===== config.mk =====
export PLATFORM = sky130hd
export DESIGN_NAME = rf_pipe1_decd
export DESIGN_NICKNAME = d
export VERILOG_FILES = /design/src/hw/rf_decd_pkg.sv /design/src/hw/rf_imm_gen.sv /design/src/hw/rf_decd_16.sv /design/src/hw/rf_decd_32.sv /design/src/hw/rf_pipe1_decd.sv
export SDC_FILE = /design/constraint.sdc
export NUM_CORES = 1
export LEC_CHECK = 0
export CORE_ASPECT_RATIO = 1.75
export CORE_MARGIN = 2
export CORE_UTILIZATION = 45
export DETAILED_ROUTE_END_ITERATION = 8
export DONT_BUFFER_PORTS = 1
export GPL_TIMING_DRIVEN = 0
export PLACE_DENSITY = 0.67
export SLEW_MARGIN = 15
export SYNTH_ARGS = -nofsm -noshare
export SYNTH_HDL_FRONTEND = slang
export SYNTH_SLANG_ARGS = --single-unit

===== constraint.sdc =====
create_clock -name forever_cpuclk -period 2.9 [get_ports forever_cpuclk]
set_clock_uncertainty 0.2 [all_clocks]
set_input_delay 0.725 -clock forever_cpuclk [delete_from_list [all_inputs] [get_ports forever_cpuclk]]
set_output_delay 0.725 -clock forever_cpuclk [all_outputs]
set_load 0.02 [all_outputs]

===== src/hw/rf_decd_pkg.sv =====
`default_nettype none

package rf_decd_pkg;

    // ----------------------------------------
    // widths
    // ----------------------------------------
    localparam int XLEN        = 64;    // source-1 immediate
    localparam int INST_W      = 32;
    localparam int FUNC_W      = 5;     // alu sub-function
    localparam int ALU_SEL_W   = 21;    // one-hot alu op select
    localparam int MULT_FUNC_W = 8;

    // execution unit select
    typedef enum logic [1:0] {
        EU_NONE = 2'd0,
        EU_ALU  = 2'd1,
        EU_MULT = 2'd2
    } eu_sel_e;

    // one-hot alu operations, bit positions follow the alu datapath
    typedef enum logic [ALU_SEL_W-1:0] {
        NON_ALU     = 21'h000000,
        ADDER_ADD   = 21'h000001,
        ADDER_ADDW  = 21'h000002,
        ADDER_SUB   = 21'h000004,
        ADDER_SUBW  = 21'h000008,
        ADDER_SLT   = 21'h000010,
        SHIFTER_SL  = 21'h000020,
        SHIFTER_SR  = 21'h000040,
        SHIFTER_SLW = 21'h000080,
        SHIFTER_SRW = 21'h000100,
        LOGIC_AND   = 21'h000400,   // bit 9 held by the extract unit
        LOGIC_OR    = 21'h000800,
        LOGIC_XOR   = 21'h001000,
        LOGIC_LUI   = 21'h002000,
        LOGIC_CLI   = 21'h004000,
        MISC_MV     = 21'h008000
    } alu_op_e;

    // ----------------------------------------
    // bundles
    // ----------------------------------------
    typedef struct packed {
        eu_sel_e             eu_sel;
        logic [FUNC_W-1:0]   func;
        alu_op_e             alu_sel;
    } decd_ctrl_t;

    typedef struct packed {
        logic                vld;
        logic [INST_W-1:0]   opcode;
    } issue_t;

    typedef struct packed {
        logic                   vld;
        decd_ctrl_t             ctrl;
        logic [MULT_FUNC_W-1:0] mult_func;
        logic [XLEN-1:0]        src1_imm;
    } decd_out_t;

    localparam decd_ctrl_t CTRL_NONE = '{eu_sel: EU_NONE, func: '0, alu_sel: NON_ALU};
    localparam decd_ctrl_t CTRL_MULT = '{eu_sel: EU_MULT, func: '0, alu_sel: NON_ALU};

    // one table row for an alu instruction
    function automatic decd_ctrl_t alu_ctrl(input logic [FUNC_W-1:0] func, input alu_op_e sel);
        decd_ctrl_t c;
        c.eu_sel  = EU_ALU;
        c.func    = func;
        c.alu_sel = sel;
        return c;
    endfunction

endpackage

`default_nettype wire


===== src/hw/rf_imm_gen.sv =====
`timescale 1ns/1ps
`default_nettype none

module rf_imm_gen (
    input  logic [rf_decd_pkg::INST_W-1:0] opcode,
    output logic [rf_decd_pkg::XLEN-1:0]   src1_imm
);

    logic [4:0] imm_sel;        // one-hot immediate format
    logic [9:0] addi16sp_imm;
    logic [9:0] addi4spn_imm;

    // ----------------------------------------
    // format select
    // ----------------------------------------
    // lui / auipc
    assign imm_sel[0] = (opcode[6:0] == 7'b0110111) || (opcode[6:0] == 7'b0010111);

    // any other 32-bit word takes imm12
    assign imm_sel[1] = (opcode[1:0] == 2'b11) && !imm_sel[0];

    // compressed imm6 unless one of the stack forms
    assign imm_sel[2] = (opcode[1:0] != 2'b11) && !imm_sel[3] && !imm_sel[4];

    assign imm_sel[3] = ({opcode[15:13], opcode[11:7], opcode[1:0]} == 10'b011_00010_01);
    assign imm_sel[4] = ({opcode[15:13], opcode[1:0]} == 5'b000_00);

    // ----------------------------------------
    // scrambled stack immediates
    // ----------------------------------------
    // multiple of 16, signed
    assign addi16sp_imm = {opcode[12], opcode[4:3], opcode[5], opcode[2], opcode[6], 4'b0};

    // multiple of 4, unsigned
    assign addi4spn_imm = {opcode[10:7], opcode[12:11], opcode[5], opcode[6], 2'b0};

    always_comb begin
        case (imm_sel)
            5'b00001: src1_imm = {{(rf_decd_pkg::XLEN-20){1'b0}}, opcode[31:12]};
            5'b00010: src1_imm = {{(rf_decd_pkg::XLEN-12){opcode[31]}}, opcode[31:20]};
            5'b00100: begin
                src1_imm = {{(rf_decd_pkg::XLEN-6){opcode[12]}}, opcode[12], opcode[6:2]};
            end
            5'b01000: begin
                src1_imm = {{(rf_decd_pkg::XLEN-10){addi16sp_imm[9]}}, addi16sp_imm};
            end
            5'b10000: src1_imm = {{(rf_decd_pkg::XLEN-10){1'b0}}, addi4spn_imm};
            default:  src1_imm = '0;    // selects are exclusive
        endcase
    end

endmodule

`default_nettype wire


===== src/hw/rf_decd_16.sv =====
`timescale 1ns/1ps
`default_nettype none

module rf_decd_16 (
    input  logic [rf_decd_pkg::INST_W-1:0] opcode,
    output rf_decd_pkg::decd_ctrl_t        ctrl
);

    // key is funct3 + funct2 bits, funct2 of CA form, quadrant
    always_comb begin
        casez ({opcode[15:10], opcode[6:5], opcode[1:0]})
            // ----------------------------------------
            // quadrant 0
            // ----------------------------------------
            10'b000???_??00: // c.addi4spn
                ctrl = rf_decd_pkg::alu_ctrl(5'd0, rf_decd_pkg::ADDER_ADD);
            // ----------------------------------------
            // quadrant 1
            // ----------------------------------------
            10'b000???_??01: // c.addi, c.nop
                ctrl = rf_decd_pkg::alu_ctrl(5'd0, rf_decd_pkg::ADDER_ADD);
            10'b001???_??01: // c.addiw
                ctrl = rf_decd_pkg::alu_ctrl(5'd1, rf_decd_pkg::ADDER_ADDW);
            10'b010???_??01: // c.li
                ctrl = rf_decd_pkg::alu_ctrl(5'd16, rf_decd_pkg::LOGIC_CLI);
            10'b011???_??01: begin
                // rd == sp picks c.addi16sp, else c.lui
                if (opcode[11:7] == 5'd2) begin
                    ctrl = rf_decd_pkg::alu_ctrl(5'd0, rf_decd_pkg::ADDER_ADD);
                end else begin
                    ctrl = rf_decd_pkg::alu_ctrl(5'd8, rf_decd_pkg::LOGIC_LUI);
                end
            end
            10'b100?00_??01: // c.srli
                ctrl = rf_decd_pkg::alu_ctrl(5'd1, rf_decd_pkg::SHIFTER_SR);
            10'b100?01_??01: // c.srai
                ctrl = rf_decd_pkg::alu_ctrl(5'd3, rf_decd_pkg::SHIFTER_SR);
            10'b100?10_??01: // c.andi
                ctrl = rf_decd_pkg::alu_ctrl(5'd1, rf_decd_pkg::LOGIC_AND);
            10'b100011_0001: // c.sub
                ctrl = rf_decd_pkg::alu_ctrl(5'd2, rf_decd_pkg::ADDER_SUB);
            10'b100011_0101: // c.xor
                ctrl = rf_decd_pkg::alu_ctrl(5'd4, rf_decd_pkg::LOGIC_XOR);
            10'b100011_1001: // c.or
                ctrl = rf_decd_pkg::alu_ctrl(5'd2, rf_decd_pkg::LOGIC_OR);
            10'b100011_1101: // c.and
                ctrl = rf_decd_pkg::alu_ctrl(5'd1, rf_decd_pkg::LOGIC_AND);
            10'b100111_0001: // c.subw
                ctrl = rf_decd_pkg::alu_ctrl(5'd3, rf_decd_pkg::ADDER_SUBW);
            10'b100111_0101: // c.addw
                ctrl = rf_decd_pkg::alu_ctrl(5'd1, rf_decd_pkg::ADDER_ADDW);
            // ----------------------------------------
            // quadrant 2
            // ----------------------------------------
            10'b000???_??10: // c.slli
                ctrl = rf_decd_pkg::alu_ctrl(5'd0, rf_decd_pkg::SHIFTER_SL);
            10'b1000??_??10: // c.mv
                ctrl = rf_decd_pkg::alu_ctrl(5'd0, rf_decd_pkg::MISC_MV);
            10'b1001??_??10: // c.add
                ctrl = rf_decd_pkg::alu_ctrl(5'd0, rf_decd_pkg::ADDER_ADD);
            default:
                ctrl = rf_decd_pkg::CTRL_NONE;  // not for this pipe
        endcase
    end

endmodule

`default_nettype wire


===== src/hw/rf_decd_32.sv =====
`timescale 1ns/1ps
`default_nettype none

module rf_decd_32 (
    input  logic [rf_decd_pkg::INST_W-1:0]      opcode,
    output rf_decd_pkg::decd_ctrl_t             ctrl,
    output logic [rf_decd_pkg::MULT_FUNC_W-1:0] mult_func
);

    logic mula_muls;    // accumulate family pattern

    // ----------------------------------------
    // mult func, straight from opcode bits
    // ----------------------------------------
    // kept off the table path for timing
    assign mula_muls = ({opcode[27:26], opcode[4]} == 3'b000);

    assign mult_func[0] = (opcode[13:12] != 2'b00) && opcode[4];
    assign mult_func[1] = opcode[3] && !mula_muls;
    assign mult_func[2] = (opcode[3] && !mula_muls) || (opcode[13:12] == 2'b11);
    assign mult_func[3] = (opcode[3] && !mula_muls) || opcode[13];
    assign mult_func[4] = opcode[27];
    assign mult_func[5] = !opcode[4];
    assign mult_func[6] = mula_muls;
    assign mult_func[7] = opcode[25] && !opcode[4];

    // ----------------------------------------
    // main table, funct7 / funct3 / op[6:2]
    // ----------------------------------------
    always_comb begin
        casez ({opcode[31:25], opcode[14:12], opcode[6:2]})
            15'b???????_???_01101: // lui
                ctrl = rf_decd_pkg::alu_ctrl(5'd8, rf_decd_pkg::LOGIC_LUI);
            // op-imm
            15'b???????_000_00100: // addi
                ctrl = rf_decd_pkg::alu_ctrl(5'd0, rf_decd_pkg::ADDER_ADD);
            15'b???????_010_00100: // slti
                ctrl = rf_decd_pkg::alu_ctrl(5'd6, rf_decd_pkg::ADDER_SLT);
            15'b???????_011_00100: // sltiu
                ctrl = rf_decd_pkg::alu_ctrl(5'd14, rf_decd_pkg::ADDER_SLT);
            15'b???????_100_00100: // xori
                ctrl = rf_decd_pkg::alu_ctrl(5'd4, rf_decd_pkg::LOGIC_XOR);
            15'b???????_110_00100: // ori
                ctrl = rf_decd_pkg::alu_ctrl(5'd2, rf_decd_pkg::LOGIC_OR);
            15'b???????_111_00100: // andi
                ctrl = rf_decd_pkg::alu_ctrl(5'd1, rf_decd_pkg::LOGIC_AND);
            15'b000000?_001_00100: // slli, shamt[5] free
                ctrl = rf_decd_pkg::alu_ctrl(5'd0, rf_decd_pkg::SHIFTER_SL);
            15'b000000?_101_00100: // srli
                ctrl = rf_decd_pkg::alu_ctrl(5'd1, rf_decd_pkg::SHIFTER_SR);
            15'b010000?_101_00100: // srai
                ctrl = rf_decd_pkg::alu_ctrl(5'd3, rf_decd_pkg::SHIFTER_SR);
            // op-imm-32
            15'b???????_000_00110: // addiw
                ctrl = rf_decd_pkg::alu_ctrl(5'd1, rf_decd_pkg::ADDER_ADDW);
            15'b0000000_001_00110: // slliw
                ctrl = rf_decd_pkg::alu_ctrl(5'd4, rf_decd_pkg::SHIFTER_SLW);
            15'b0000000_101_00110: // srliw
                ctrl = rf_decd_pkg::alu_ctrl(5'd5, rf_decd_pkg::SHIFTER_SRW);
            15'b0100000_101_00110: // sraiw
                ctrl = rf_decd_pkg::alu_ctrl(5'd7, rf_decd_pkg::SHIFTER_SRW);
            // op-32
            15'b0000000_000_01110: // addw
                ctrl = rf_decd_pkg::alu_ctrl(5'd1, rf_decd_pkg::ADDER_ADDW);
            15'b0100000_000_01110: // subw
                ctrl = rf_decd_pkg::alu_ctrl(5'd3, rf_decd_pkg::ADDER_SUBW);
            15'b0000000_001_01110: // sllw
                ctrl = rf_decd_pkg::alu_ctrl(5'd4, rf_decd_pkg::SHIFTER_SLW);
            15'b0000000_101_01110: // srlw
                ctrl = rf_decd_pkg::alu_ctrl(5'd5, rf_decd_pkg::SHIFTER_SRW);
            15'b0100000_101_01110: // sraw
                ctrl = rf_decd_pkg::alu_ctrl(5'd7, rf_decd_pkg::SHIFTER_SRW);
            // op
            15'b0000000_000_01100: // add
                ctrl = rf_decd_pkg::alu_ctrl(5'd0, rf_decd_pkg::ADDER_ADD);
            15'b0100000_000_01100: // sub
                ctrl = rf_decd_pkg::alu_ctrl(5'd2, rf_decd_pkg::ADDER_SUB);
            15'b0000000_001_01100: // sll
                ctrl = rf_decd_pkg::alu_ctrl(5'd0, rf_decd_pkg::SHIFTER_SL);
            15'b0000000_010_01100: // slt
                ctrl = rf_decd_pkg::alu_ctrl(5'd6, rf_decd_pkg::ADDER_SLT);
            15'b0000000_011_01100: // sltu
                ctrl = rf_decd_pkg::alu_ctrl(5'd14, rf_decd_pkg::ADDER_SLT);
            15'b0000000_100_01100: // xor
                ctrl = rf_decd_pkg::alu_ctrl(5'd4, rf_decd_pkg::LOGIC_XOR);
            15'b0000000_101_01100: // srl
                ctrl = rf_decd_pkg::alu_ctrl(5'd1, rf_decd_pkg::SHIFTER_SR);
            15'b0100000_101_01100: // sra
                ctrl = rf_decd_pkg::alu_ctrl(5'd3, rf_decd_pkg::SHIFTER_SR);
            15'b0000000_110_01100: // or
                ctrl = rf_decd_pkg::alu_ctrl(5'd2, rf_decd_pkg::LOGIC_OR);
            15'b0000000_111_01100: // and
                ctrl = rf_decd_pkg::alu_ctrl(5'd1, rf_decd_pkg::LOGIC_AND);
            // mul, mulh, mulhsu, mulhu, mulw
            15'b0000001_000_01100,
            15'b0000001_001_01100,
            15'b0000001_010_01100,
            15'b0000001_011_01100,
            15'b0000001_000_01110:
                ctrl = rf_decd_pkg::CTRL_MULT;
            default:
                ctrl = rf_decd_pkg::CTRL_NONE;
        endcase
    end

endmodule

`default_nettype wire


===== src/hw/rf_pipe1_decd.sv =====
`timescale 1ns/1ps
`default_nettype none

module rf_pipe1_decd (
    input  logic                    forever_cpuclk,
    input  logic                    rst,
    input  rf_decd_pkg::issue_t     issue,
    output rf_decd_pkg::decd_out_t  decd_out
);

    rf_decd_pkg::decd_ctrl_t              ctrl_16;
    rf_decd_pkg::decd_ctrl_t              ctrl_32;
    rf_decd_pkg::decd_ctrl_t              ctrl_sel;
    logic [rf_decd_pkg::MULT_FUNC_W-1:0]  mult_func;
    logic [rf_decd_pkg::XLEN-1:0]         src1_imm;
    logic                                 is_32;

    // ----------------------------------------
    // decoders, all combinational
    // ----------------------------------------
    rf_imm_gen rf_imm_gen_inst (
        .opcode   (issue.opcode),
        .src1_imm (src1_imm)
    );

    rf_decd_16 rf_decd_16_inst (
        .opcode (issue.opcode),
        .ctrl   (ctrl_16)
    );

    rf_decd_32 rf_decd_32_inst (
        .opcode    (issue.opcode),
        .ctrl      (ctrl_32),
        .mult_func (mult_func)
    );

    assign is_32    = (issue.opcode[1:0] == 2'b11);   // length from quadrant bits
    assign ctrl_sel = is_32 ? ctrl_32 : ctrl_16;

    // ----------------------------------------
    // output stage
    // ----------------------------------------
    always_ff @(posedge forever_cpuclk) begin
        if (rst) begin
            decd_out.vld <= 1'b0;
        end else begin
            decd_out.vld <= issue.vld;
        end
        // payload holds between instructions
        if (issue.vld) begin
            decd_out.ctrl      <= ctrl_sel;
            decd_out.mult_func <= mult_func;    // only meaningful for EU_MULT
            decd_out.src1_imm  <= src1_imm;
        end
    end

endmodule

`default_nettype wire


# ---- After elaboration in Yosys (flattened, before gate mapping)
# Cells that the tools add are included.
dict set report classes {
  n_addsub 0
  bitwise_logic 0
  shift 0
  n_div 0
  muxes 5
  magnitude_cmp 0
  n_reduce_logical 34
  n_mul 0
  n_eq_ne 62
}
# cell n
set op_table {}
lappend op_table {{28-bit case mux with 17 select lines} 1}
lappend op_table {{28-bit case mux with 13 select lines} 1}
lappend op_table {{64-bit case mux with 5 select lines} 1}
lappend op_table {{15-bit by 8-bit equality test with 1-bit output (second input constant)} 6}
lappend op_table {{15-bit by 14-bit equality test with 1-bit output (second input constant)} 5}
lappend op_table {{15-bit by 9-bit equality test with 1-bit output (second input constant)} 5}
lappend op_table {{10-bit equality test (second input constant)} 6}
lappend op_table {{15-bit by 6-bit equality test with 1-bit output (second input constant)} 3}
lappend op_table {{15-bit by 4-bit equality test with 1-bit output (second input constant)} 2}
lappend op_table {{15-bit by 7-bit equality test with 1-bit output (second input constant)} 2}
lappend op_table {{2-bit OR reduction} 15}
lappend op_table {{28-bit two-way mux} 1}
lappend op_table {{25-bit two-way mux} 1}
lappend op_table {{8-bit equality test (second input constant)} 3}
lappend op_table {{7-bit equality test (second input constant)} 3}
lappend op_table {{5-bit by 4-bit equality test with 1-bit output (second input constant)} 4}
lappend op_table {{8-bit by 3-bit equality test with 1-bit output (second input constant)} 2}
lappend op_table {{8-bit by 7-bit equality test with 1-bit output (second input constant)} 2}
lappend op_table {{5-bit by 2-bit equality test with 1-bit output (second input constant)} 3}
lappend op_table {{14-bit by 13-bit equality test with 1-bit output (second input constant)} 1}
lappend op_table {{14-bit by 6-bit equality test with 1-bit output (second input constant)} 1}
lappend op_table {{14-bit by 8-bit equality test with 1-bit output (second input constant)} 1}
lappend op_table {{6-bit equality test (second input constant)} 2}
lappend op_table {{10-bit by 9-bit equality test with 1-bit output (second input constant)} 1}
lappend op_table {{other kinds (15)} 29}
dict set report word_totals {
  reg_bits 101
  memories 0
  out_inout_bits 101
  word_cells 107
  latchBits 0
  mem_bits_rw 0
  inputBits 35
  romBits 0
}

# ---- Logic depth before layout (Yosys ltp)
# Gate-level depths: netlist (run 1).
dict set report depth {
  ltp_word 6
  ltp_mapped 8
  depth_no_buf 6
}

# ---- By module
# From an unflattened synthesis (run 1), not the netlist that was laid out.
dict set report hier_totals {
  hier_cells 394
  area_unflattened_um2 5276.3
}
# module area_per_inst_um2 n_inst cells_per_inst seq_area_each_um2
set modules_own_cells {}
lappend modules_own_cells {rf_pipe1_decd 3470.8 1 133 3022.9}
lappend modules_own_cells {rf_imm_gen 759.5 1 110 0.0}
lappend modules_own_cells {rf_decd_32 579.3 1 84 0.0}
lappend modules_own_cells {rf_decd_16 466.7 1 67 0.0}

# ---- Worst setup path before layout (run 1)
# No wires, ideal clock.
dict set report synth_timing {
  kind {input-to-reg}
  start {input issue[3] in the netlist's numbering}
  end {register decd_out[5] in the netlist's numbering, data pin}
  setup_ns 0.261
  t_arrival_ns 1.984
  path_buffers 2
  required_time_ns 2.439
  setup_slack_ns 0.456
  path_stages 6
  path_cell_list {buf_2 nor4b_4 buf_6 mux2i_1 nor2_1 a221o_1}
}
dict set report synth_between {
  elab_chain_len 6
  elab_cells_between_ends 11
  classes_between {eq/ne: 7; mux: 1; reduce/logical: 3}
}
# item line_no
set synth_rtl {}
lappend synth_rtl {{start: declaration} rf_pipe1_decd.sv:7} ;# input rf_decd_pkg::issue_t issue,
lappend synth_rtl {{7-bit by 6-bit equality test with 1-bit output or 7-bit by 5-bit equality test with 1-bit output (tied branches)} rf_imm_gen.sv:17} ;# assign imm_sel[0] = (opcode[6:0] == 7'b0110111) || (opcode[6:0] == 7'b0010111);
lappend synth_rtl {{1-bit logical OR (*)} rf_imm_gen.sv:17}
lappend synth_rtl {{1-bit logical NOT} rf_imm_gen.sv:20} ;# assign imm_sel[1] = (opcode[1:0] == 2'b11) && !imm_sel[0];
lappend synth_rtl {{1-bit logical AND} rf_imm_gen.sv:20}
lappend synth_rtl {{5-bit equality test (tied with other cells)} rf_imm_gen.sv:38} ;# case (imm_sel)
lappend synth_rtl {{64-bit case mux with 5 select lines (*)} rf_imm_gen.sv:38}
lappend synth_rtl {{end: declaration} rf_pipe1_decd.sv:8} ;# output rf_decd_pkg::decd_out_t decd_out
# Mark *: on every way between the ends. The rest lies on a longest branch, timed or not.
# A chain may end at the register's enable or synchronous reset.

==> results of run 1 <==
per-layer routing:
metal  GRT usage [%]  wire length, µm  share of wire [%]  vias to the layer above
met5               0                0                  0                        -
met3            5.01              718                8.2                       21
met2            42.3             4930                 56                      138
met4            10.5              340                3.9                        0
li1                -                -                  -                     1112
met1            21.5             2770                 32                     1151
synthesized netlist by cell type, drive strengths merged, types with 3 or more instances:
library cell  instances  area [µm²]
a21o                  9        68.8
inv                   8        30.0
o21ai                20         115
nand2b                5        31.3
a21oi                 7        35.0
nand3                 4        20.0
nor4                  6        50.0
buf                  64         484
or2                   3        18.8
nor3                 15        91.3
a31oi                 4        40.0
nand2                23        86.3
nor2                 19        81.3
nor2b                 5        38.8
edfxtp               50        1500
a221o                 6        60.1
nand4                 5        31.3
clkbuf                4        16.3
mux2i                11         110
nor3b                 3        22.5
layout make-up:
cell class,instances,area (µm²)
repair buffers,1,27.5
well taps,86,108
plain buffers,68,500
fillers,659,3580
clock inverters,1,5.00
multi-input cells,185,1230
clock buffers,7,133
flip-flops and latches,51,1520
inverters,8,30.0
power groups by stage:
stage                     Combinational, mW  Clock [mW]  Sequential, mW
final                                 0.346       0.558           0.980
after global routing                  0.374       0.591           0.986
after CTS                             0.331       0.562           0.991
after detailed placement              0.330           0            1.01
after global placement                0.329           0            1.00
after floorplan                       0.289           0           0.993
worst paths after layout:
kind	start	to	slack, ns	depth (start not counted)
max	issue[26]	decd_out[94]	0.53	5
min	rst	decd_out[100]	0.30	1
stage by stage:
step	area, µm²	hold slack [ns]	util [%]
after global placement	3390	0.597	47.5
after detailed placement	3390	0.602	47.5
final	3550	0.299	49.8
after global routing	3550	0.296	49.8
after floorplan	3280	0.597	-
after CTS	3520	0.301	49.4
kinds of logic after synthesis:
| kind of cell | share of synthesized area, % |
|---|---|
| flip-flops | 46.7 |
| buffers and inverters | 16.3 |
| AO/OA/AOI/OAI | 15.5 |
| other | 0.115 |
| AND/OR/NAND/NOR | 18.1 |
| multiplexers | 3.38 |
cells in the final DEF (no fill, tap or decap), types with 3 or more instances in the layout:
master,Yosys,layout
nor2b_1,4,4
nor3_1,13,13
edfxtp_1,50,50
nor3b_1,3,3
buf_6,5,5
a21o_1,8,8
conb_1,1,6
clkbuf_1,3,5
nand3_1,4,4
buf_2,6,6
nor2_1,17,17
clkbuf_16,0,5
nand4_1,5,5
mux2i_1,11,11
a31oi_1,3,3
buf_4,53,53
inv_1,8,8
nand2_1,23,23
o21ai_0,17,17
a21oi_1,7,7
nand2b_1,5,5
nor4_1,4,4
a221o_1,6,6
==> run summary, run 1 <==
For the worst setup path, the data arrival time is around 2.3 ns. The post-CTS setup buffer count is 0. The max-cap violation count is 0. The post-synthesis sequential element count came out at 51.

The final layout contains routed wiring with a total length of 8750 µm. The via count of the first global-routing pass is around 2300. The residual overflow from global routing is 0. The deepest level of the CTS H-tree came out at 2. The overall power of the completed layout came out at around 1.9 mW. The routed via count divided by cell count came out at approximately 6. The overall die height came out at ~120 µm. The hold violation total from the final report is 0. The tree is rooted in a clkbuf_16.

The kind of cell with the highest combined delay along the critical path is simple AND/OR/NAND/NOR gates. In this run the remaining antenna-violating nets after routing total 0. The fraction of power spent switching nets came out at 28.9%. The final sum of negative setup slack is 0 ns.

Synthesis handed over a netlist of slightly above 300 instances. After clock tree synthesis, the clock-pin slew on the worst setup and hold paths is 0.06 ns. Row generation in the floorplan step produced 41 rows.

Counting flops with a built-in enable in the synthesized netlist gives 50. At the worst endpoint, the required time is roughly 2.8 ns. Setup violations remaining at the end of the flow were counted as 0. The largest registers in the layout are decd_out x51. The first global-routing pass estimated 12600 µm of wire.

Setup repair after global routing left no endpoint under its margin. The flip-flop count of the largest register after layout is 51. Across all layers, the routed design uses between 2000 and 2500 vias. The number of buffers and inverters on the critical path is 0.

The total count of max-transition violations in the final report is 0. The first routing iteration left 135 violations. The floorplan step defined a die boundary enclosing 7970 µm². The largest individual stage delay along the critical path comes from the cell or4_1. 0 antenna diodes ended up in the layout. Internal power comes to 1.34 mW.

In this run, the combinational gates consume between 15 and 20% of the power. Of all nets on the critical path, the largest fanout is 5. The register with the most flip-flops in the final layout is decd_out. The cts-stage hold buffer count came out at 0. The post-synthesis cell type count came out at 61. The largest net degree at the start of global routing is 52. The least setup slack across all paths after layout came out at 0.533 ns. The final cycle utilization of the critical path is 81.6%. The flow ran to the end, and the final reports show no timing, DRC or antenna violations. VDD sags by at most 232 µV. The largest single stage delay on the critical path is 0.46 ns. The endpoint kind of the worst setup timing path is a flop.

TritonCTS built the clock tree. The quantity of gates resized following cts is 0. The highest clock rate came out at ~0.42 GHz. The net switching power is between 500 and 600 µW. The max-slew headroom at the worst pin is 49.9%. The worst setup path is launched from an input pin.

The Yosys step of the flow raised 0 warnings. The final critical-path required period is 2.37 ns. The static leakage power came out at about 1.3 nW.

Counting every sink on the clock net gives 51. The average wire per cell in the routed design came out at 21.5 µm. The buffer levels on the longest clock path came out at 2.

The portion of total power attributed to the clock network came out at 29.6%. The mean area per synthesized cell is 10.6 µm². The number of nets in the layout came out at around 360. The portion of total power attributed to sequential cells came out at 52.0%. The initial antenna violation count came out at 0. The horizontal die dimension came out at 68.3 µm. The number of clock buffers inserted by TritonCTS is 5. Once the floorplan was initialized, standard cells occupied 45.7% of the core. The synthesized netlist occupies a cell area of 3260 µm². The most frequently used flop master after synthesis is edfxtp_1. The sequential cell area fraction in the yosys report is 46.7%. In the final layout, the share of cells above drive strength 1 is between 20% and 30%. The path class of the tightest hold or removal check is in2reg.

The critical path is of the in2reg type. The overall routing resource usage came out at between 20% and 30%. The HPWL after detailed placement is 6910 µm. The number of port buffers came out at 0.

The number of remaining DRC errors is 0. The async set-or-reset flop fraction in the synthesized netlist is 0%. The filler-free cell count of the finished design came out at 407. For this run, the detailed router's first-pass iteration total came to 4. The area of the core region came out at roughly 7100 µm².

The area growth from synthesis to layout is 8.94%. The placer's final routability congestion estimate is 0.913. The I/O pin count is 136. For the pin with the worst max-slew slack, the measured transition is 0.745 ns.

Walking the worst path, the cells encountered are or2_1 -> or4_1 -> nor3_2 -> o21ai_0 -> a31oi_1. OpenSTA, run right after detailed placement, puts the worst setup slack at roughly 0.26 ns. The ratio of total power to cell area came out at around 530 nW/µm². Counting tap cells, the placed design contains a total of 398 instances.
(Power assumes the default switching activity.)
==> run 2, diff against run 1 <==
- ABC_AREA: not set -> 1
- clock period: 2.9 -> 2.24 ns (I/O delays scaled with it)
==> run 2 against run 1 <==
  * Die area grew 3.4%
  * Clock-buffer cell count shrank 1
  * Sequential share of layout area is 1.4 points lower
  * Synthesized cell count is 28% higher
  * First-iteration DRC count up 27%
  * Cell area rose by 3.3%
  * Via count rose by 11%
  * Final cell count increased by 21%
  * Routed wire length increased by 5.7%
  * Worst setup slack got worse by 0.42 ns
  * Worst hold slack lost 0.17 ns
  * Largest cell class unchanged
  * Flip-flop and latch count is the same
==> run summary, run 2 <==
The number of fill cells is 674 (was 659). The number of sinks on the clock net came out at 51 (unchanged). The xor/xnor cell area share of the yosys netlist came out at 0% (unchanged). The final sum of negative setup slack came out at 0 ns (unchanged). The deepest level of the CTS H-tree is 2 (unchanged). The combinational family with the most area after synthesis is simple AND/OR/NAND/NOR gates (unchanged). Registers with the highest flip-flop counts: decd_out x51 (unchanged). Result of the run: completed (unchanged). The post-placement setup slack is -0.189 ns (was 0.256 ns). The classification of the worst-slack hold path is in2reg (unchanged). The count of cells along the worst hold path came to 1 (unchanged).

The register with the most flip-flops is decd_out (unchanged). The logic gate share of total power is 17.5% (was 18.3%). The root buffer selected by CTS is clkbuf_16 (unchanged).

The data arrival time at the worst-slack endpoint was 1.37 ns (was 2.27 ns). Area contributors post-synth: edfxtp_1, buf_4, nand2_1 (was edfxtp_1, buf_4, mux2i_1). The number of remaining DRC errors came out at 0 (unchanged). The mean area per synthesized cell is 8.61 µm² (was 10.6 µm²).

The final standard cell area without fillers came out at 3670 µm² (was 3550 µm²). The max-cap violation count is 0 (unchanged). The horizontal die dimension is 69.5 µm (was 68.3 µm). RSZ-0062 raised after global routing: no (unchanged).

The initial antenna violation count came out at 0 (unchanged). The initial cell density of the core is 46.7% (was 45.7%). The least setup slack across all paths after layout is 0.108 ns (was 0.533 ns). The clock tree from TritonCTS is done (unchanged). The type of the setup path with the least slack is reg2out (was in2reg). For this run, the top clock speed supported by timing is 0.469 GHz.

The final critical-path required period came out at 2.13 ns. The fraction of layout instances using a drive strength above 1 was 29.2% (was 27.7%). The tightest hold margin came to 0.129 ns (was 0.299 ns). The hold violation total from the final report is 0 (unchanged).

The count of warnings emitted by yosys is 0 (unchanged). The adder-cell share of the synthesized area came to 0% (unchanged). The max-slew headroom at the worst pin is 63.1% (was 49.9%). The largest net degree at the start of global routing came out at 52 (unchanged). The placer's final routability congestion estimate came out at 0.918 (was 0.913).

The post-synthesis sequential element count came out at 51 (unchanged). The residual overflow from global routing is 0 (unchanged). The portion of total power attributed to sequential cells came out at 51.6% (was 52.0%). The average wire per cell in the routed design is 18.7 µm (was 21.5 µm).

The overall power of the completed layout came out at 2.45 mW (was 1.88 mW). The internal power summed over all cells came out at 1.71 mW (was 1.34 mW). The cts-stage hold buffer count is 0 (unchanged). Commonest cells post-synth: nand2_1, buf_4, edfxtp_1 (was buf_4, edfxtp_1, nand2_1). The largest fanout on the critical path is 9 (was 5). The first-pass GRT wire length is 13800 µm (was 12600 µm).

The total routed wirelength came out at 9250 µm (was 8750 µm). The total count of max-transition violations in the final report was 0 (unchanged). The post-synthesis cell area is 3380 µm² (was 3260 µm²). The static leakage power came out at 1.61 nW (was 1.32 nW).

The synthesized instance count is 392 (was 307). The buffer levels on the longest clock path came out at 2 (unchanged). The slew at the pin closest to its max-slew limit was 0.549 ns (was 0.745 ns). The net switching power is 743 µW (was 545 µW). The number of clock buffers inserted by TritonCTS came to 5 (unchanged). The number of nets in the layout is 442 (was 355). The async set-or-reset flop fraction in the synthesized netlist came out at 0% (unchanged).

The placement row count came out at 41 (unchanged). The area growth from synthesis to layout was 8.67% (was 8.94%). The launching element of the worst setup path is decd_out[62] (was issue[26]). The most frequently used flop master after synthesis is edfxtp_1 (unchanged). The cell type with the largest total area after synthesis is edfxtp_1 (unchanged). The post-synthesis cell type count is 40 (was 61).

The I/O pin count came out at 136 (unchanged). The number of port buffers was 0 (unchanged). The overall die height is 119 µm (was 117 µm).

Highest-count cells in the layout ignoring fill and taps: nand2_1, buf_4, edfxtp_1 (was buf_4, edfxtp_1, nand2_1). The floorplan die area came out at 8240 µm² (was 7970 µm²). The area fraction of the dominant cell type after synthesis is 44.5% (was 46.0%). The number of enable-type register cells in the synthesized netlist came out at 50 (unchanged).

The overall routing resource usage came out at 22.1% (was 22.2%). The portion of total power attributed to the clock network is 30.9% (was 29.6%). The critical path launch point type is a flop (was input pin). The antenna diode instance count is 0 (unchanged). The complex-gate fraction of the synthesized area came out at 10.0% (was 15.5%).

The hold path startpoint was rst (unchanged). The routed via count divided by cell count came out at 5.43 (was 5.95). The critical path required time came out at 1.48 ns (was 2.80 ns).

The via count of the first global-routing pass came out at 2567 (was 2271). The final cycle utilization of the critical path is a little over nine tenths. The count of TritonRoute iterations in the first routing pass was 4 (unchanged). The clock-pin transition on the worst setup and hold timing paths is 0.07 ns (was 0.06 ns). The total number of vias is 2681 (was 2422).

The cell area after placement is 3500 µm² (was 3390 µm²). The area of the core region is 7230 µm² (was 7130 µm²). The ratio of total power to cell area came out at 669 nW/µm² (was 530 nW/µm²). The number of DRC markers after the initial detailed-route iteration is 171 (was 135). The endpoint kind of the worst setup timing path is a primary output (was flop). The flip-flop count of the largest register after layout is 51 (unchanged).

The fraction of synthesized area in multiplexers is 0% (was 3.38%). The sequential cell area fraction in the yosys report is 45.1% (was 46.7%). The worst vdd rail ir drop came out at 349 µV (was 232 µV). The count of nets left with antenna violations after detail routing came out at 0 (unchanged). The fraction of power spent switching nets is 30.3% (was 28.9%).

The commonest non-fill, non-tap cell in the layout was nand2_1 (was buf_4). The simple-gate share of the synthesized area is 26.7% (was 18.1%). The detailed placer's ending HPWL is 7270 µm (was 6910 µm). The final setup violation count came to 0 (unchanged). The most instantiated library cell after synthesis is nand2_1 (was buf_4).
run 2: cell count changes in the layout (fill, tap and decap cells not counted), sizes merged, moves of 6 or more:
cell and change:
nand2 +55, inv +43, nor2 +42, nand3 +22
mux2i -11, a21o -9, nor3 -7, buf -6
run 2: worst max-delay path: stages (launching register included):
cell	delay, ns
edfxtp_1	0.65
buf_2	0.27
buf_4	0.16
run 2: power by group through the flow:
stage	Clock, mW	Combinational, mW	Sequential, mW
final	0.759	0.430	1.27
after global routing	0.801	0.458	1.27
after CTS	0.778	0.431	1.27
after detailed placement	0	0.409	1.30
after global placement	0	0.406	1.30
after floorplan	0	0.359	1.29
run 2: path summary, 6_finish.rpt:
kind / end / slack (ns)
worst max-delay path: decd_out[55] / 0.11
worst min-delay path: decd_out[100] / 0.13
run 2: cell type report:
cell class                      count  area, µm²  area share (%)
Clock inverter                      2       13.8           0.375
Sequential cell                    51       1520            41.5
Timing Repair Buffer                3       23.8           0.648
Buffer                             56        414            11.3
Tap cell                           86        108            2.93
Inverter                           52        198            5.39
Clock buffer                        6        129            3.51
Multi-Input combinational cell    238       1260            34.4
run 2: metal layers:
metal,up-vias,global-route usage (%),wire (µm)
met5,-,0,0
met4,0,13.4,392
met3,25,4.86,686
met2,144,43.0,5170
met1,1230,19.9,3000
li1,1282,-,-
run 2: stage by stage:
stage,std cells,util (%)
floorplan,397,-
global placement,483,48.4
detailed placement,483,48.4
CTS,494,50.7
global route,494,50.7
finish,494,50.7
run 2: cells by family (layout without fill, tap and decap cells):
family	count (synthesis)	after routing
other	1	6
and+or+nand+nor	184	184
DFF	51	51
AOI/OAI and AO/OA	48	48
buffers and inverters	108	119
run 2: what timing repair did:
item / CTS / global route
endpoints found under the setup margin: 44 / 1
buffers inserted: 3 / 0
hold endpoints to repair: 0 / 0
gates resized for setup: 0 / 1
==> run 3, diff against run 2 <==
- clock period: 2.24 -> 2.35 ns (I/O delays scaled with it)
==> run 3 against run 2 <==
  * Sequential share of layout area unchanged
  * Clock power decreased by 5.0%
  * Sequential power decreased by 5%
  * Utilization unchanged
  * Non-clock buffer count unchanged
  * Power decreased by 4.7%
  * First-iteration DRC count increased by 2.9%
  * Combinational power decreased by 4.7%
  * Flip-flop and latch count unchanged
  * Via count decreased by 0.26%
==> run summary, run 3 (synthesized netlist as in run 2, its figures left out) <==
The largest fanout on the critical path is 8 (was 9). The placement row count is 41 (unchanged). The max-slew headroom at the worst pin came out at 63.1% (about the same). The portion of total power attributed to sequential cells was 51.6% (about the same). The overall power of the completed layout came out at 2.34 mW (was 2.45 mW).

The count of TritonRoute iterations in the first routing pass came to 4 (unchanged). The area growth from synthesis to layout is 8.67% (unchanged). The register with the most flip-flops is decd_out (unchanged).

The floorplan die area was 8240 µm² (unchanged). The clock-pin transition on the worst setup and hold timing paths was 0.07 ns (about the same). Registers with the highest flip-flop counts: decd_out x51 (unchanged).

The initial antenna violation count is 0 (unchanged). The total routed wirelength is 9240 µm (was 9250 µm). The logic gate share of total power came to 17.5% (about the same). The via count of the first global-routing pass is 2553 (was 2567).

The hold violation total from the final report is 0 (unchanged). The number of fill cells is 674 (unchanged). The classification of the worst-slack hold path is in2reg (unchanged). The routed via count divided by cell count came out at 5.41 (was 5.43). RSZ-0062 raised after global routing: no (unchanged). The worst vdd rail ir drop came out at 333 µV (was 349 µV). The area of the multi-input gates is 1260 µm² (unchanged).

The largest net degree at the start of global routing is 52 (unchanged). The critical path required time came out at 2.19 ns (was 1.48 ns). The portion of total power attributed to the clock network came out at 30.9% (about the same).

The first-pass GRT wire length came out at 13700 µm (was 13800 µm). The number of clock buffers inserted by TritonCTS came out at 5 (unchanged). The least setup slack across all paths after layout came out at 0.180 ns (was 0.108 ns). The horizontal die dimension came out at 69.5 µm (unchanged). The average wire per cell in the routed design is 18.7 µm (about the same).

The endpoint kind of the worst setup timing path was a flop (was primary output). The detailed placer's ending HPWL is 7270 µm (unchanged). The hold path startpoint is rst (unchanged).

The overall routing resource usage came out at 22.0% (was 22.1%). The number of cells after detailed placement is 483 (unchanged). The final setup violation count is 0 (unchanged). The data arrival time at the worst-slack endpoint came out at 2.01 ns (was 1.37 ns).

Highest-count cells in the layout ignoring fill and taps: nand2_1, buf_4, edfxtp_1 (unchanged). The number of nets in the layout is 442 (unchanged). The buffer levels on the longest clock path came out at 2 (unchanged). The placer's final routability congestion estimate is 0.918 (unchanged). The commonest non-fill, non-tap cell in the layout is nand2_1 (unchanged). The final critical-path required period is 2.17 ns.

The max-cap violation count came out at 0 (unchanged). The deepest level of the CTS H-tree came to 2 (unchanged). The number of remaining DRC errors came to 0 (unchanged).

The fraction of layout instances using a drive strength above 1 came out at 29.2% (unchanged). The cts-stage hold buffer count is 0 (unchanged). Based on the critical path, the design can be clocked at up to 0.461 GHz. The antenna diode instance count came out at 0 (unchanged). The final sum of negative setup slack came out at 0 ns (unchanged). The worst min-delay path endpoint is decd_out[100] (unchanged). The internal power summed over all cells was 1.63 mW (was 1.71 mW). The total count of max-transition violations in the final report came to 0 (unchanged). The critical path launch point type is an input pin (was flop).

The clock tree from TritonCTS is done (unchanged). The overall die height was 119 µm (unchanged). The post-CTS setup buffer count came out at 2 (was 3). The ratio of total power to cell area was 637 nW/µm² (was 669 nW/µm²). The flip-flop count of the largest register after layout is 51 (unchanged). The filler-free cell count of the finished design came to 494 (unchanged). The quantity of gates resized following cts is 0 (unchanged). The root buffer selected by CTS is clkbuf_16 (unchanged). The count of cells along the worst hold path came out at 1 (unchanged). Result of the run: completed (unchanged). The combined flip-flop and latch cell area came out at 1520 µm² (unchanged). The tightest hold margin was 0.157 ns (was 0.129 ns). The number of port buffers was 0 (unchanged).

The residual overflow from global routing is 0 (unchanged). The type of the setup path with the least slack was in2reg (was reg2out). The count of nets left with antenna violations after detail routing came to 0 (unchanged). The total number of vias is 2674 (was 2681).

The net switching power is 707 µW (was 743 µW). The fraction of power spent switching nets is 30.2% (was 30.3%). The number of DRC markers after the initial detailed-route iteration is 176 (was 171). The area of the core region came out at 7230 µm² (unchanged). After layout, the worst path uses approximately 90% of the clock period. The post-placement setup slack was -0.107 ns (was -0.189 ns). The slew at the pin closest to its max-slew limit is 0.549 ns (about the same). The static leakage power is 1.61 nW (about the same). The number of sinks on the clock net is 51 (unchanged).

The initial cell density of the core came out at 46.7% (unchanged). The I/O pin count is 136 (unchanged).
## run 3: cell types whose count changed in the layout (fill, tap and decap cells not counted)
cell / delta
o21ai_1: -1
o21ai_0: +1
## run 3: metrics by stage
step / instance area [µm²] / utilization (%)
2_1_floorplan: 3390 / -
3_3_place_gp: 3500 / 48.4
3_5_place_dp: 3500 / 48.4
4_1_cts: 3660 / 50.6
5_1_grt: 3670 / 50.7
6_report: 3670 / 50.7
## run 3: layer usage
metal | track usage [%] | vias to the layer above | routed length [µm]
li1 | - | 1280 | -
met1 | 20.0 | 1220 | 2990
met2 | 42.5 | 148 | 5190
met3 | 4.86 | 26 | 661
met4 | 13.4 | 0 | 400
met5 | 0 | - | 0
## run 3: how the worst max path moves through the flow
stage | startpoint | to
after floorplan | decd_out[62] | decd_out[21]
after global placement | issue[5] | decd_out[93]
after detailed placement | issue[5] | decd_out[93]
after CTS | decd_out[62] | decd_out[33]
after global routing | issue[5] | decd_out[93]
final | issue[5] | decd_out[93]
## run 3: area by class of cell
cell class | instances | share of cell area (%)
Clock buffer | 6 | 3.51
Buffer | 56 | 11.3
Multi-Input combinational cell | 238 | 34.4
Timing Repair Buffer | 3 | 0.648
Tap cell | 86 | 2.93
Sequential cell | 51 | 41.5
Inverter | 52 | 5.39
Clock inverter | 2 | 0.375
## run 3: worst max-delay path, cell delays in order
cell and delay (ns):
buf_2 0.23, inv_1 0.10, nand3_2 0.15, inv_2 0.07
nand2_1 0.06, nor2_1 0.04, nor2_1 0.17, nand3_1 0.09
inv_1 0.14, nand2_1 0.06, o21ai_0 0.22, nand2_1 0.09
## run 3: power groups by stage
| stage | Clock [mW] | Combinational, mW | Sequential (mW) |
|---|---|---|---|
| 2_1_floorplan | 0 | 0.342 | 1.23 |
| 4_1_cts | 0.741 | 0.407 | 1.21 |
| 5_1_grt | 0.763 | 0.437 | 1.21 |
| 3_5_place_dp | 0 | 0.390 | 1.24 |
| 3_3_place_gp | 0 | 0.387 | 1.24 |
| 6_report | 0.721 | 0.410 | 1.21 |
